### src/camif_pkg.sv
// Shared types, register map and bit positions of the camera capture interface.
// The sensor and the host bus both run on pinclk, so there is no clock crossing.
// Register addresses are word addresses on a 2-bit bus.
// Pack mode keeps the upper 8 bits of each 10-bit pixel.
package camif_pkg;

   // **********************************************************************
   // data widths
   // **********************************************************************

   // one sensor pixel
   typedef logic [9:0]  pixel_t;
   // one buffered word, also the bus data width
   typedef logic [15:0] word_t;
   typedef logic [1:0]  reg_addr_t;
   // fill level, enough for a chain of up to 255 stages
   typedef logic [7:0]  level_t;

   // **********************************************************************
   // register map
   // **********************************************************************

   localparam reg_addr_t REG_CTRL   = 2'd0;
   localparam reg_addr_t REG_STATUS = 2'd1;
   // a read pops the head word
   localparam reg_addr_t REG_DATA   = 2'd2;

   // control bits, the identification byte reads back in 15:8
   localparam int CTRL_ENABLE = 0;
   localparam int CTRL_PACK   = 1;
   localparam int CTRL_IRQ_EN = 2;

   // status bits, the fill level reads back in 15:8
   localparam int STAT_EMPTY    = 0;
   localparam int STAT_OVERFLOW = 1;

   localparam logic [7:0] CAMIF_ID = 8'h05;

endpackage
### src/camif_top.sv
// Camera capture interface, sensor capture to a Wishbone classic slave.
// Sensor and host share pinclk, and rst is asynchronous and active high.
// DEPTH sets the number of buffer stages and works from 2 to 255.
// BURST_WORDS sets the interrupt level and works from 1 to DEPTH.
// A word needs DEPTH clocks to cross an empty chain before data reads see it.
`timescale 1ns/100ps

module camif_top
   import camif_pkg::*;
#(
   parameter int DEPTH       = 16,
   parameter int BURST_WORDS = 8
)
(
   input  logic      pinclk,
   input  logic      rst,
   input  logic      i_frame_valid,
   input  logic      i_line_valid,
   input  pixel_t    i_pixel,
   input  logic      i_wb_cyc,
   input  logic      i_wb_stb,
   input  logic      i_wb_we,
   input  reg_addr_t i_wb_adr,
   input  word_t     i_wb_dat,
   output word_t     o_wb_dat,
   output logic      o_wb_ack,
   output logic      o_irq
);

   logic         enable;
   logic         pack;
   logic         clr_overflow;
   logic         overflow;
   logic         push_fire;
   logic         flush;
   // index 0 is the capture side, index DEPTH the host side
   logic [DEPTH:0] chain_valid;
   logic [DEPTH:0] chain_ready;
   word_t        chain_data [0:DEPTH];

   camif_capture u_capture (
      .pinclk         (pinclk),
      .rst            (rst),
      .i_enable       (enable),
      .i_pack         (pack),
      .i_frame_valid  (i_frame_valid),
      .i_line_valid   (i_line_valid),
      .i_pixel        (i_pixel),
      .i_ready        (chain_ready[0]),
      .i_clr_overflow (clr_overflow),
      .o_push_valid   (chain_valid[0]),
      .o_push_data    (chain_data[0]),
      .o_push_fire    (push_fire),
      .o_overflow     (overflow)
   );

   // **********************************************************************
   // buffer chain
   // **********************************************************************

   for (genvar k = 0; k < DEPTH; k++)
   begin : g_chain
      camif_stage u_stage (
         .pinclk      (pinclk),
         .rst         (rst),
         .i_flush     (flush),
         .i_in_valid  (chain_valid[k]),
         .i_in_data   (chain_data[k]),
         .i_out_ready (chain_ready[k+1]),
         .o_ready     (chain_ready[k]),
         .o_valid     (chain_valid[k+1]),
         .o_data      (chain_data[k+1])
      );
   end

   camif_host #(
      .BURST_WORDS (BURST_WORDS)
   ) u_host (
      .pinclk         (pinclk),
      .rst            (rst),
      .i_wb_cyc       (i_wb_cyc),
      .i_wb_stb       (i_wb_stb),
      .i_wb_we        (i_wb_we),
      .i_wb_adr       (i_wb_adr),
      .i_wb_dat       (i_wb_dat),
      .o_wb_dat       (o_wb_dat),
      .o_wb_ack       (o_wb_ack),
      .i_head_valid   (chain_valid[DEPTH]),
      .i_head_data    (chain_data[DEPTH]),
      .i_push_fire    (push_fire),
      .i_overflow     (overflow),
      .o_pop          (chain_ready[DEPTH]),
      .o_flush        (flush),
      .o_enable       (enable),
      .o_pack         (pack),
      .o_clr_overflow (clr_overflow),
      .o_irq          (o_irq)
   );

endmodule

### src/camif_host.sv
// Wishbone classic slave with the control, status and data registers.
// Ack follows one clock after cyc and stb and lasts one clock, so the
// master must drop stb or start a new access after each ack.
// Clearing enable flushes the chain and zeroes the fill level.
// Status empty reflects the head stage only, so words still in flight
// count in the level while empty is set.
`timescale 1ns/100ps

module camif_host
   import camif_pkg::*;
#(
   parameter int BURST_WORDS = 8
)
(
   input  logic      pinclk,
   input  logic      rst,
   input  logic      i_wb_cyc,
   input  logic      i_wb_stb,
   input  logic      i_wb_we,
   input  reg_addr_t i_wb_adr,
   input  word_t     i_wb_dat,
   output word_t     o_wb_dat,
   output logic      o_wb_ack,
   input  logic      i_head_valid,
   input  word_t     i_head_data,
   input  logic      i_push_fire,
   input  logic      i_overflow,
   output logic      o_pop,
   output logic      o_flush,
   output logic      o_enable,
   output logic      o_pack,
   output logic      o_clr_overflow,
   output logic      o_irq
);

   logic   bus_req;
   logic   wr_stb;
   logic   rd_stb;
   logic   irq_en;
   level_t level;
   word_t  ctrl_rd;
   word_t  stat_rd;

   // **********************************************************************
   // bus decode
   // **********************************************************************

   // served once, ack drops even while stb stays high
   assign bus_req = i_wb_cyc & i_wb_stb & ~o_wb_ack;
   assign wr_stb  = bus_req & i_wb_we;
   assign rd_stb  = bus_req & ~i_wb_we;

   // pop lands on the same edge as the ack
   assign o_pop          = rd_stb & (i_wb_adr == REG_DATA) & i_head_valid;
   assign o_clr_overflow = wr_stb & (i_wb_adr == REG_STATUS) & i_wb_dat[STAT_OVERFLOW];
   assign o_flush        = ~o_enable;

   always_ff @(posedge pinclk or posedge rst)
   begin
      if (rst)
         o_wb_ack <= 1'b0;
      else
         o_wb_ack <= bus_req;
   end

   // control register
   always_ff @(posedge pinclk or posedge rst)
   begin
      if (rst)
      begin
         o_enable <= 1'b0;
         o_pack   <= 1'b0;
         irq_en   <= 1'b0;
      end
      else if (wr_stb && i_wb_adr == REG_CTRL)
      begin
         o_enable <= i_wb_dat[CTRL_ENABLE];
         o_pack   <= i_wb_dat[CTRL_PACK];
         irq_en   <= i_wb_dat[CTRL_IRQ_EN];
      end
   end

   // **********************************************************************
   // read back
   // **********************************************************************

   always_comb
   begin
      ctrl_rd                = '0;
      ctrl_rd[15:8]          = CAMIF_ID;
      ctrl_rd[CTRL_ENABLE]   = o_enable;
      ctrl_rd[CTRL_PACK]     = o_pack;
      ctrl_rd[CTRL_IRQ_EN]   = irq_en;
      stat_rd                = '0;
      stat_rd[15:8]          = level;
      stat_rd[STAT_EMPTY]    = ~i_head_valid;
      stat_rd[STAT_OVERFLOW] = i_overflow;
   end

   // held until the next read, valid while ack is high
   always_ff @(posedge pinclk)
   begin
      if (rd_stb)
      begin
         case (i_wb_adr)
            REG_CTRL:   o_wb_dat <= ctrl_rd;
            REG_STATUS: o_wb_dat <= stat_rd;
            REG_DATA:   o_wb_dat <= i_head_valid ? i_head_data : '0;
            default:    o_wb_dat <= '0;
         endcase
      end
   end

   // **********************************************************************
   // fill level and burst interrupt
   // **********************************************************************

   always_ff @(posedge pinclk or posedge rst)
   begin
      if (rst)
         level <= '0;
      else if (!o_enable)
         level <= '0;
      else
      begin
         case ({i_push_fire, o_pop})
            2'b10:   level <= level + 1'b1;
            2'b01:   level <= level - 1'b1;
            default: level <= level;
         endcase
      end
   end

   // one clock behind the level
   always_ff @(posedge pinclk or posedge rst)
   begin
      if (rst)
         o_irq <= 1'b0;
      else
         o_irq <= irq_en & (level >= level_t'(BURST_WORDS));
   end

   // ack only answers a live bus cycle of the master
   a_ack_live : assert property (@(posedge pinclk) disable iff (rst)
      o_wb_ack |-> i_wb_cyc && i_wb_stb);

endmodule

### src/camif_stage.sv
// One buffer stage of the word chain.
// Ready is combinational from the stage ahead, so in a long chain the ready
// path runs through every stage in one clock.
// Flush empties the stage at once. The held word itself is not cleared.
`timescale 1ns/100ps

module camif_stage
   import camif_pkg::*;
(
   input  logic  pinclk,
   input  logic  rst,
   input  logic  i_flush,
   input  logic  i_in_valid,
   input  word_t i_in_data,
   input  logic  i_out_ready,
   output logic  o_ready,
   output logic  o_valid,
   output word_t o_data
);

   // free when empty or when the held word moves on this clock
   assign o_ready = ~o_valid | i_out_ready;

   always_ff @(posedge pinclk or posedge rst)
   begin
      if (rst)
         o_valid <= 1'b0;
      else if (i_flush)
         o_valid <= 1'b0;
      else if (o_ready)
         o_valid <= i_in_valid;
   end

   always_ff @(posedge pinclk)
   begin
      if (o_ready && i_in_valid)
         o_data <= i_in_data;
   end

   // a full stage keeps its word until the next stage takes it
   a_hold : assert property (@(posedge pinclk) disable iff (rst)
      (o_valid && !i_out_ready && !i_flush) |=> (o_valid && o_data == $past(o_data)));

endmodule

### src/camif_capture.sv
// Sensor side of the capture interface.
// Frame, line and pixel inputs are registered once on pinclk, with no extra
// synchronizer, so the sensor must drive them in the pinclk domain.
// A raw word leaves two cycles after its pixel. The chain cannot stall the
// sensor, so a word that finds stage 0 busy is dropped and overflow is set.
`timescale 1ns/100ps

module camif_capture
   import camif_pkg::*;
(
   input  logic   pinclk,
   input  logic   rst,
   input  logic   i_enable,
   input  logic   i_pack,
   input  logic   i_frame_valid,
   input  logic   i_line_valid,
   input  pixel_t i_pixel,
   input  logic   i_ready,
   input  logic   i_clr_overflow,
   output logic   o_push_valid,
   output word_t  o_push_data,
   output logic   o_push_fire,
   output logic   o_overflow
);

   logic       fv_q;
   logic       fv_d;
   logic       lv_q;
   pixel_t     pix_q;
   logic       in_frame;
   logic       frame_rise;
   logic       take;
   logic       second;
   logic       phase;
   logic [7:0] hi_byte;

   // **********************************************************************
   // input registers
   // **********************************************************************

   always_ff @(posedge pinclk or posedge rst)
   begin
      if (rst)
      begin
         fv_q <= 1'b0;
         fv_d <= 1'b0;
         lv_q <= 1'b0;
      end
      else
      begin
         fv_q <= i_frame_valid;
         fv_d <= fv_q;
         lv_q <= i_line_valid;
      end
   end

   always_ff @(posedge pinclk)
   begin
      pix_q <= i_pixel;
   end

   assign frame_rise = fv_q & ~fv_d;
   // the pixel on the rising frame edge already counts
   assign take       = i_enable & fv_q & lv_q & (in_frame | frame_rise);
   // pair phase restarts with every frame
   assign second     = i_pack & phase & ~frame_rise;

   // **********************************************************************
   // frame tracking and pixel packing
   // **********************************************************************

   always_ff @(posedge pinclk or posedge rst)
   begin
      if (rst)
      begin
         in_frame <= 1'b0;
         phase    <= 1'b0;
      end
      else if (!i_enable)
      begin
         in_frame <= 1'b0;
         phase    <= 1'b0;
      end
      else
      begin
         if (frame_rise)
            in_frame <= 1'b1;
         if (take)
            phase <= i_pack & ~second;
         else if (frame_rise)
            phase <= 1'b0;
      end
   end

   always_ff @(posedge pinclk or posedge rst)
   begin
      if (rst)
         o_push_valid <= 1'b0;
      else
         o_push_valid <= take & (~i_pack | second);
   end

   // first pixel of a pair goes to the high byte
   always_ff @(posedge pinclk)
   begin
      if (take)
      begin
         if (!i_pack)
            o_push_data <= {6'b0, pix_q};
         else if (second)
            o_push_data <= {hi_byte, pix_q[9:2]};
         else
            hi_byte <= pix_q[9:2];
      end
   end

   assign o_push_fire = o_push_valid & i_ready;

   // sticky, a new drop wins over a clear in the same clock
   always_ff @(posedge pinclk or posedge rst)
   begin
      if (rst)
         o_overflow <= 1'b0;
      else if (o_push_valid && !i_ready)
         o_overflow <= 1'b1;
      else if (i_clr_overflow)
         o_overflow <= 1'b0;
   end

   // a packed word takes two pixels and never leaves in back-to-back clocks
   a_pack_gap : assert property (@(posedge pinclk) disable iff (rst)
      (o_push_valid && $past(i_pack)) |-> !$past(o_push_valid));

endmodule

### config.mk
export PLATFORM = sky130hd
export DESIGN_NAME = camif_top
export DESIGN_NICKNAME = d
export VERILOG_FILES = /design/src/camif_pkg.sv /design/src/camif_top.sv /design/src/camif_host.sv /design/src/camif_stage.sv /design/src/camif_capture.sv
export SDC_FILE = /design/constraint.sdc
export NUM_CORES = 1
export LEC_CHECK = 0
export ABC_AREA = 1
export BUFFER_PORTS_ARGS = -buffer_cell sky130_fd_sc_hd__buf_4
export CAP_MARGIN = 20
export CORE_MARGIN = 2
export CORE_UTILIZATION = 64
export DETAILED_ROUTE_END_ITERATION = 10
export PLACE_DENSITY = 0.83
export SLEW_MARGIN = 25
export SYNTH_ARGS = -nofsm -noshare
export SYNTH_HDL_FRONTEND = slang
export SYNTH_SLANG_ARGS = --single-unit
export TNS_END_PERCENT = 1
### constraint.sdc
create_clock -name pinclk -period 7.1 [get_ports pinclk]
set_input_delay 0 -clock pinclk [delete_from_list [all_inputs] [get_ports pinclk]]
set_output_delay 0 -clock pinclk [all_outputs]
set_load 0.02 [all_outputs]
==> results of run 1 <==
## worst reg2reg max path: cells and delay by family (launching register included)
family / cells / cell delay (ns)
flops: 1 / 0.68
xor+xnor: 1 / 0.14
fa+ha+maj: 2 / 0.82
simple gates: 12 / 1.59
compound gates: 5 / 0.89
## area by class of cell
type	count	area share, %
clock buffers	43	6.35
well taps	225	2.15
inverters	63	1.81
clock inverters	13	1.03
flip-flops and latches	342	76.4
multi-input cells	190	8.01
repair buffers	66	4.23
## logic make-up (layout without fill, tap and decap cells)
kind of cell | after synthesis | count (layout) | synth area share [%]
AO/OA/AOI/OAI | 50 | 50 | 2.45
buffers and inverters | 70 | 185 | 2.33
adder cells (fa/ha/maj) | 8 | 8 | 0.954
AND/OR/NAND/NOR | 127 | 127 | 5.36
flip-flops | 342 | 342 | 88.5
XOR/XNOR | 5 | 5 | 0.388
## worst max-delay path by stage
stage,startpoint,endpoint,slack [ns],cells after the start
finish,i_wb_stb,u_host.level[7],2.73,26
global route,i_wb_stb,u_host.level[7],2.31,26
CTS,i_wb_stb,u_host.level[7],2.80,26
detailed placement,g_chain[15].u_stage.o_valid,u_host.level[7],3.06,20
global placement,g_chain[15].u_stage.o_valid,u_host.level[7],3.26,20
floorplan,u_host.o_wb_ack,u_host.level[7],3.72,22
## cell usage after synthesis (6+ instances only)
cell                         n  area [um2]
sky130_fd_sc_hd__nand2_1    67         251
sky130_fd_sc_hd__nor2_1     30         113
sky130_fd_sc_hd__dfrtp_1    36         901
sky130_fd_sc_hd__clkbuf_1    7        26.3
sky130_fd_sc_hd__nand3_1    15        75.1
sky130_fd_sc_hd__o21ai_0    20         100
sky130_fd_sc_hd__ha_1        7        87.6
sky130_fd_sc_hd__o22ai_1     6        37.5
sky130_fd_sc_hd__inv_1      60         225
sky130_fd_sc_hd__a21oi_1    17        85.1
sky130_fd_sc_hd__dfxtp_1    10         200
sky130_fd_sc_hd__edfxtp_1  296        8890
## flip-flops by register name, indices dropped and copies added (netlist names), 8 cells and up
signal	flops
u_capture.pix_q	10
u_host.level	8
u_capture.o_push_data	16
g_chain.u_stage.o_valid	16
g_chain.u_stage.o_data	256
u_host.o_wb_dat	16
u_capture.hi_byte	8
## through the flow
step | total power, mW | setup slack [ns] | util [%]
after floorplan | 2.30 | 3.72 | -
after global placement | 2.34 | 3.26 | 68.6
after detailed placement | 2.35 | 3.06 | 68.7
after CTS | 3.93 | 2.80 | 75.6
after global routing | 4.02 | 2.31 | 75.6
final | 3.91 | 2.73 | 75.6
## per-layer routing
metal / track usage [%] / vias up / part of all wire [%]
met1: 21.8 / 2478 / 36
met4: 8.19 / 0 / 3.7
met2: 38.9 / 153 / 55
met5: 0 / - / 0
li1: - / 2362 / -
met3: 3.78 / 54 / 4.5
## placed cells by master (no fill, tap or decap), drive strengths merged, types with 6 or more instances in the layout
| cell type | count |
|---|---|
| inv | 62 |
| clkbuf | 43 |
| dfxtp | 10 |
| dfrtp | 36 |
| buf | 43 |
| a21oi | 17 |
| nor2 | 34 |
| o22ai | 6 |
| o21ai | 21 |
| dlygate4sd3 | 23 |
| nand2 | 67 |
| clkinv | 11 |
| nand3 | 17 |
| ha | 7 |
| edfxtp | 296 |
| nand4 | 7 |
## power by group
group	switching [mW]	internal (mW)	total, mW
Sequential	0.0224	2.19	2.22
Clock	0.673	0.920	1.59
Combinational	0.0690	0.0339	0.103
==> impl_metrics.yaml, run 1 <==
clock_tree:
  cts_max_path_buffers: 3
  cts_hold_repair.buffers: 23
  cts.sinks: 342
  cts_setup_buffers: 0
  clkTransAtPathRegs_ns: 0.07
  insertion_delay_ns: 0.55
  htreeDepth: 1
  clk_root_buffer_cell: "sky130_fd_sc_hd__clkbuf_16"
  tritoncts: "built"
  cts-buffers-inserted: 30
  cts.repair.resized: 0
cells_and_area:
  final_layout_size_suffix_gt1_share_pct: 14.4
  multi_input_area_um2: 1050
  flow.area_growth_from_synthesis_pct: 15.9
  stdcell_count: 942
  ff_latch_area_um2: 9990
  num_antenna_cells: 0
  fin_nets: 736
  filler_cell_count: 920
  final_cell_area_um2: 13100
detailed_routing:
  vias: 5047
  detailedRoute.firstPassIterationCount: 4
  detail_route.wirelength_mm: 17.7
  drcViolationCount: 0
  avgViaCountPerCell: 5.36
  antenna_left: 0
  drt-wirelength-per-cell_um: 18.8
  drt_first_iter_violations: 399
synthesis:
  synth_nets: 645
  syn_inst: 602
  ys_warn_count: 0
  synth_cell_type_count: 29
  post_synth.cell_area_avg_um2: 18.7
  synth_sequential_area_ratio_pct: 88.5
  postSynth.asyncResetShare_pct: 10.5
  netlist_area_um2: 11300
  count_of_flip_flops_with_a_built_in_enable_after_synthesis: 296
  dominantRegCellSynth: "sky130_fd_sc_hd__edfxtp_1"
  yosys_register_bits: 342
global_routing:
  antenna_found_initial: 0
  grt-ovfl-total: 0
  grt_pass1_vias: 5515
  grt_use_total_pct: 20.3
  grt_first_pass_wirelength_mm: 28.1
  grt_start_max_net_pins: 37
sta:
  tightest_slew_ns: 0.833
  clock_tree_skew_after_final_layout_ns: 0.0150
  timing.final.max_slew_violations: 0
  finalCritPeriodShare_pct: 61.5
  final-hold-violation-count: 0
  timing.hold.ws_ns: 0.0532
  rsz0062_at_grt: "no"
  setup_total_negative_slack_ns: 0
  setup_violations: 0
  worst_slew_margin_rel_pct: 44.4
  fmax_ghz: 0.229
  period_minus_slack_ns: 4.37
critical_path:
  register_to_register_setup_slack_ns: 2.89
  worstPathMaxFanout: 8
  cpLargestDelayFamily: "simple AND/OR/NAND/NOR gates"
  arrival_ns: 4.83
  critical_path_required_ns: 7.56
  cp_common_cell: "sky130_fd_sc_hd__nand2_1"
  worst_r2r_endpoint: "u_host.level[7]"
  crit_type: "input pin to flop"
  ff2ff_path_depth: 20
  critPathMaxStageDelay_ns: 0.57
  path_buf_inv: 3
  cp_capture_type: "flop"
  slowest_stage_cell_crit_path: "sky130_fd_sc_hd__dlygate4sd3_1"
  critical_path.startpoint_type: "input pin"
  regToRegStartpoint: "g_chain[15].u_stage.o_valid"
die:
  fp.dieW_um: 137
  ios: 53
  core-area_um2: 17300
  die-area_um2: 18700
  rows: 48
  die_height_um: 137
  initial_core_util_pct: 65.2
placement:
  dp.cells: 863
  routability_congestion_estimate: 0.796
  place_hpwl_mm: 11.1
  io_buffers: 39
  placed_area_um2: 11900
worst_hold_path:
  hold_crit_start: "i_wb_adr[0]"
  min_delay_worst_endpoint: "u_host.o_wb_dat[2]"
  hold_path_class: "input pin to flop"
  hold_path_depth: 4
pwr:
  static-leakage-power_nw: 4.71
  power-per-cell-area_nw_per_um2: 299
  ir_drop_mv: 0.228
job:
  drv.max_cap_violation_count: 0
run_status:
  outcome: "complete, no violations"
(Power assumes the default switching activity.)
==> run 2, diff against run 1 <==
Settings changed: ABC_AREA 1 to 0, CORE_UTILIZATION 64 to 54, PLACE_DENSITY 0.83 to 0.74.
Clock period 7.1 ns to 3.7 ns, I/O delays scaled along.
==> impl_metrics.yaml, run 2 <==
run_status:
  outcome: "complete, no violations"
worst_hold_path:
  hold_path_class: "input pin to flop"
  hold_path_depth: 4
  min_delay_worst_endpoint: "g_chain[13].u_stage.o_valid"
  hold_crit_start: "i_wb_cyc"
clock_tree:
  clk_root_buffer_cell: "sky130_fd_sc_hd__clkbuf_16"
  cts.sinks: 342
  cts_max_path_buffers: 3
  cts-buffers-inserted: 31
  htreeDepth: 1
  insertion_delay_ns: 0.54
  clkTransAtPathRegs_ns: 0.07
  tritoncts: "built"
critical_path:
  slowest_stage_cell_crit_path: "sky130_fd_sc_hd__dfrtp_1"
  ff2ff_path_depth: 14
  worst_r2r_endpoint: "u_host.level[7]"
  crit_path_cells: "and4bb_4 -> a211oi_4 -> and3_4 -> nand4_4 -> nor3_4 -> nand2b_4 -> ha_4 -> ha_1 -> a21oi_1 -> o31ai_1 -> a21o_1 -> o31ai_2 -> mux2i_1 -> mux2i_1"
  register_to_register_setup_slack_ns: 0.26
  worstPathMaxFanout: 9
  crit_type: "flop to flop"
  critPathMaxStageDelay_ns: 0.38
  cp_common_cell: "sky130_fd_sc_hd__mux2i_1"
  critical_path_required_ns: 4.17
  arrival_ns: 3.91
  critical_path.startpoint_type: "flop"
  regToRegStartpoint: "u_host.o_wb_ack"
  cpLargestDelayFamily: "simple AND/OR/NAND/NOR gates"
  path_buf_inv: 0
  cp_capture_type: "flop"
placement:
  io_buffers: 39
  routability_congestion_estimate: 0.725
  place_hpwl_mm: 9.46
sta:
  worst_slew_margin_rel_pct: 36.1
  period_minus_slack_ns: 3.44
  finalCritPeriodShare_pct: 93.0
  timing.final.max_slew_violations: 0
  timing.hold.ws_ns: 0.109
  setup_total_negative_slack_ns: 0
  clock_tree_skew_after_final_layout_ns: 0.0141
  tightest_slew_ns: 0.954
  fmax_ghz: 0.291
  setup_violations: 0
  final-hold-violation-count: 0
pwr:
  cellInternalPower_mw: 6.03
  netSwitchingPower_mw: 1.37
  netSwitchingFraction_pct: 18.6
  sequentialPowerShare_pct: 57.0
  ir_drop_mv: 0.519
  power-per-cell-area_nw_per_um2: 556
  static-leakage-power_nw: 4.68
  clkPwrFrac_pct: 40.6
  combinationalPowerShare_pct: 2.4
global_routing:
  grt_use_total_pct: 14.2
  grt-ovfl-total: 0
  grt_pass1_vias: 4888
  groute.layer.met3.usage_pct: 2.69
  grt_start_max_net_pins: 37
  top_usage_layer: "met2"
  grtUsageMet1_pct: 16.0
  antenna_found_initial: 0
  fraction_of_met2_tracks_used_by_global_routing_pct: 26.9
  grt_first_pass_wirelength_mm: 24.3
synthesis:
  synth_top_cells_by_area: "sky130_fd_sc_hd__edfxtp_1 (78%), sky130_fd_sc_hd__dfrtp_1 (7.9%), sky130_fd_sc_hd__dfxtp_1 (1.8%)"
  synth.top_cells.by_count: "sky130_fd_sc_hd__edfxtp_1 (296), sky130_fd_sc_hd__dfrtp_1 (36), sky130_fd_sc_hd__nor2b_1 (19)"
  synth_nets: 575
  postSynth.asyncResetShare_pct: 10.5
  netlist_area_um2: 11300
  post-synth-top-area-cell: "sky130_fd_sc_hd__edfxtp_1"
  yosysMostFrequentCell: "sky130_fd_sc_hd__edfxtp_1"
  count_of_flip_flops_with_a_built_in_enable_after_synthesis: 296
  syn_inst: 532
  yosys_register_bits: 342
  ys_warn_count: 0
  post-synth-top-area-fraction_pct: 78.4
  synth_sequential_area_ratio_pct: 88.1
  post_synth.cell_area_avg_um2: 21.3
  synth_cell_type_count: 45
  dominantRegCellSynth: "sky130_fd_sc_hd__edfxtp_1"
die:
  initial_core_util_pct: 55.5
  die-area_um2: 22200
  ios: 53
  rows: 52
  core-area_um2: 20400
  fp.dieW_um: 149
  die_height_um: 149
cells_and_area:
  flow.area_growth_from_synthesis_pct: 17.5
  num_antenna_cells: 0
  largest_register_ff_count: 256
  final_layout_size_suffix_gt1_share_pct: 19.3
  layout.cells.most_common: "sky130_fd_sc_hd__edfxtp_1"
  fin_nets: 683
  largest_register: "g_chain.u_stage.o_data"
  layout_common_cells: "sky130_fd_sc_hd__edfxtp_1 (296), sky130_fd_sc_hd__buf_4 (59), sky130_fd_sc_hd__dfrtp_1 (36)"
job:
  drv.max_cap_violation_count: 0
detailed_routing:
  vias: 4766
  drt-wirelength-per-cell_um: 16.3
  detailedRoute.firstPassIterationCount: 4
  drt_first_iter_violations: 201
  detail_route.wirelength_mm: 15.2
  avgViaCountPerCell: 5.11
  drcViolationCount: 0
  antenna_left: 0
-- run 2: cell families (layout without fill, tap and decap cells) --
| kind of cell | Yosys count | after routing | synth area share (%) |
|---|---|---|---|
| flops | 342 | 342 | 88.1 |
| simple gates | 89 | 89 | 4.89 |
| compound gates | 57 | 57 | 3.51 |
| mux | 17 | 17 | 1.64 |
| buf+inv | 14 | 145 | 0.475 |
| fa+ha+maj | 8 | 8 | 0.949 |
| xor+xnor | 5 | 5 | 0.386 |
-- run 2: layout make-up --
class,count,area [um2]
flip-flops and latches,342,9990
fillers,1359,7110
multi-input cells,176,1320
clock buffers,42,857
repair buffers,83,683
well taps,270,338
clock inverters,14,110
inverters,6,22.5
-- run 2: worst max path at each step --
stage	cells after the start	from	slack [ns]	to
2_1_floorplan	14	u_host.o_wb_ack	0.13	u_host.level[7]
3_3_place_gp	14	u_host.o_wb_ack	0.14	u_host.level[7]
3_5_place_dp	14	u_host.o_wb_ack	0.02	u_host.level[7]
4_1_cts	14	u_host.o_wb_ack	0.07	u_host.level[7]
5_1_grt	14	u_host.o_wb_ack	-0.005	u_host.level[7]
6_report	14	u_host.o_wb_ack	0.26	u_host.level[7]
-- run 2: metal layers --
layer	up-vias	wire, um
li1	2264	-
met1	2362	5810
met2	101	8330
met3	39	628
met4	0	423
met5	-	0
-- run 2: what timing repair did --
action | 4_1_cts | 5_1_grt
cloned | 0 | 0
endpoints found under the setup margin | 1 | 1
buffers inserted | 0 | 1
hold buffers | 24 | 0
endpoints found under the hold margin | 61 | 0
pin swaps | 0 | 1
resized for setup | 1 | 4
-- run 2: power groups by stage --
stage	logic, mW	registers (mW)	clock network (mW)
after floorplan	0.105	4.28	0
after global placement	0.147	4.30	0
after detailed placement	0.152	4.30	0
after CTS	0.182	4.22	3.07
after global routing	0.200	4.22	3.21
final	0.181	4.22	3.00
-- run 2: stage by stage --
step	utilization [%]	total power, mW	setup slack [ns]	area [um2]	cells
finish	65.2	7.40	0.260	13300	933
global placement	59.1	4.45	0.138	12100	852
CTS	65.0	7.47	0.0701	13300	932
detailed placement	59.1	4.45	0.0173	12100	852
global route	65.2	7.63	-0.00495	13300	933
floorplan	-	4.39	0.130	11300	532
-- run 2: worst reg2reg max path, delay by kind of cell, from the launching register on --
kind / cells / cell delay (ns)
simple gates: 5 / 1.05
flops: 1 / 0.38
mux: 2 / 0.46
fa+ha+maj: 2 / 0.49
compound gates: 5 / 0.98
==> run 3, diff against run 2 <==
Settings changed: PLACE_DENSITY 0.74 to not set, PLACE_DENSITY_LB_ADDON set to 0.05.
==> impl_metrics.yaml, run 3 (synthesized netlist as in run 2, its figures left out) <==
worst_hold_path:
  hold_path_class: "input pin to flop"
detailed_routing:
  detail_route.wirelength_mm: 14.8
  drcViolationCount: 0
  drt-wirelength-per-cell_um: 15.8
  antenna_left: 0
  drt_first_iter_violations: 174
  avgViaCountPerCell: 5.12
  detailedRoute.firstPassIterationCount: 4
  vias: 4786
clock_tree:
  insertion_delay_ns: 0.49
  cts_max_path_buffers: 3
  tritoncts: "built"
  clk_root_buffer_cell: "sky130_fd_sc_hd__clkbuf_16"
  cts_setup_buffers: 0
  cts-buffers-inserted: 35
  clkTransAtPathRegs_ns: 0.06
  cts.sinks: 342
  htreeDepth: 2
placement:
  routability_congestion_estimate: 0.708
  placement.setup.worst_slack_ns: 0.121
  place_hpwl_mm: 9.61
  io_buffers: 39
pwr:
  totalPowerFinal_mw: 7.53
  ir_drop_mv: 0.510
  power-per-cell-area_nw_per_um2: 565
  static-leakage-power_nw: 4.69
cells_and_area:
  flow.area_growth_from_synthesis_pct: 17.6
  largest_register: "g_chain.u_stage.o_data"
  multi_input_area_um2: 1300
  layout_common_cells: "sky130_fd_sc_hd__edfxtp_1 (296), sky130_fd_sc_hd__buf_4 (60), sky130_fd_sc_hd__dfrtp_1 (36)"
  largest_register_ff_count: 256
  final_layout_size_suffix_gt1_share_pct: 19.4
  filler_cell_count: 1411
  num_antenna_cells: 0
  ff_latch_area_um2: 9990
  fin_nets: 684
  layout.cells.most_common: "sky130_fd_sc_hd__edfxtp_1"
run_status:
  outcome: "complete, no violations"
global_routing:
  antenna_found_initial: 0
  grtUsageMet1_pct: 14.7
  grt_use_total_pct: 13.9
  top_usage_layer: "met2"
  grt_start_max_net_pins: 37
  grt_pass1_vias: 4886
  grt_first_pass_wirelength_mm: 23.8
  grt-ovfl-total: 0
  fraction_of_met2_tracks_used_by_global_routing_pct: 26.2
  groute.layer.met3.usage_pct: 3.39
sta:
  timing.hold.ws_ns: 0.0186
  worst_slew_margin_rel_pct: 42.0
  rsz0062_at_grt: "no"
  period_minus_slack_ns: 3.45
  tightest_slew_ns: 0.867
  setup_total_negative_slack_ns: 0
  clock_tree_skew_after_final_layout_ns: 0.00629
  post-route-worst-setup-slack_ns: 0.254
  setup_violations: 0
  finalCritPeriodShare_pct: 93.1
  fmax_ghz: 0.290
  timing.final.max_slew_violations: 0
  final-hold-violation-count: 0
critical_path:
  critical_path.startpoint_type: "flop"
  cp_capture_type: "flop"
  crit_type: "flop to flop"
  critical_path_required_ns: 4.12
  arrival_ns: 3.86
  worstPathMaxFanout: 9
die:
  die-area_um2: 22200
  fp.dieW_um: 149
  initial_core_util_pct: 55.5
  die_height_um: 149
  core-area_um2: 20400
  ios: 53
  rows: 52
job:
  drv.max_cap_violation_count: 0
==> run 3: path summary, 6_finish.rpt <==
kind	depth (start not counted)	endpoint	slack (ns)	startpoint
worst max-delay path	14	u_host.level[7]	0.25	u_host.o_wb_ack
worst max register to register	14	u_host.level[7]	0.25	u_host.o_wb_ack
worst min-delay path	4	u_capture.o_overflow	0.02	i_wb_we
worst min register to register	0	u_capture.fv_d	0.41	u_capture.fv_q
max in group asynchronous	4	g_chain[14].u_stage.o_valid	3.19	rst
min in group asynchronous	4	u_capture.fv_q	0.18	rst
==> run 3: routing by layer <==
metal	up-vias	wire length, um
li1	2270	-
met1	2383	5630
met4	0	498
met2	86	7980
met5	-	0
met3	47	667
==> run 3: area by class of cell <==
cell class / count / area share, %
Timing Repair Buffer: 80 / 4.88
Clock inverter: 11 / 0.648
Tap cell: 270 / 2.53
Multi-Input combinational cell: 176 / 9.77
Inverter: 6 / 0.169
Clock buffer: 49 / 7.04
Sequential cell: 342 / 75.0
==> run 3: report_power, final <==
part | total, mW | switching, mW | internal, mW
Combinational | 0.171 | 0.0828 | 0.0884
Clock | 3.14 | 1.30 | 1.84
Sequential | 4.22 | 0.0339 | 4.19
Total | 7.53 | 1.41 | 6.11
==> run 3: repair_timing <==
item                                   4_1_cts  5_1_grt
endpoints found under the hold margin       61        0
setup endpoints to repair                    0        1
gates resized for setup                      0        2
hold buffers                                20        0
==> run 3: critical path: stages (launching register included) <==
cell and delay [ns]:
sky130_fd_sc_hd__dfrtp_1 0.39, sky130_fd_sc_hd__and4bb_4 0.23, sky130_fd_sc_hd__a211oi_4 0.21, sky130_fd_sc_hd__and3_4 0.25
sky130_fd_sc_hd__nand4_4 0.16, sky130_fd_sc_hd__nor3_4 0.23, sky130_fd_sc_hd__nand2b_1 0.20, sky130_fd_sc_hd__ha_4 0.22
sky130_fd_sc_hd__ha_1 0.25, sky130_fd_sc_hd__a21oi_1 0.20, sky130_fd_sc_hd__o31ai_1 0.09, sky130_fd_sc_hd__a21o_1 0.21
sky130_fd_sc_hd__o31ai_1 0.25, sky130_fd_sc_hd__mux2i_1 0.27, sky130_fd_sc_hd__mux2i_1 0.21
==> run 3: metrics by stage <==
| stage | std cells | utilization (%) | instance area (um2) |
|---|---|---|---|
| 2_1_floorplan | 532 | - | 11300 |
| 3_3_place_gp | 854 | 59.2 | 12100 |
| 3_5_place_dp | 854 | 59.2 | 12100 |
| 4_1_cts | 934 | 65.2 | 13300 |
| 5_1_grt | 934 | 65.2 | 13300 |
| 6_report | 934 | 65.2 | 13300 |
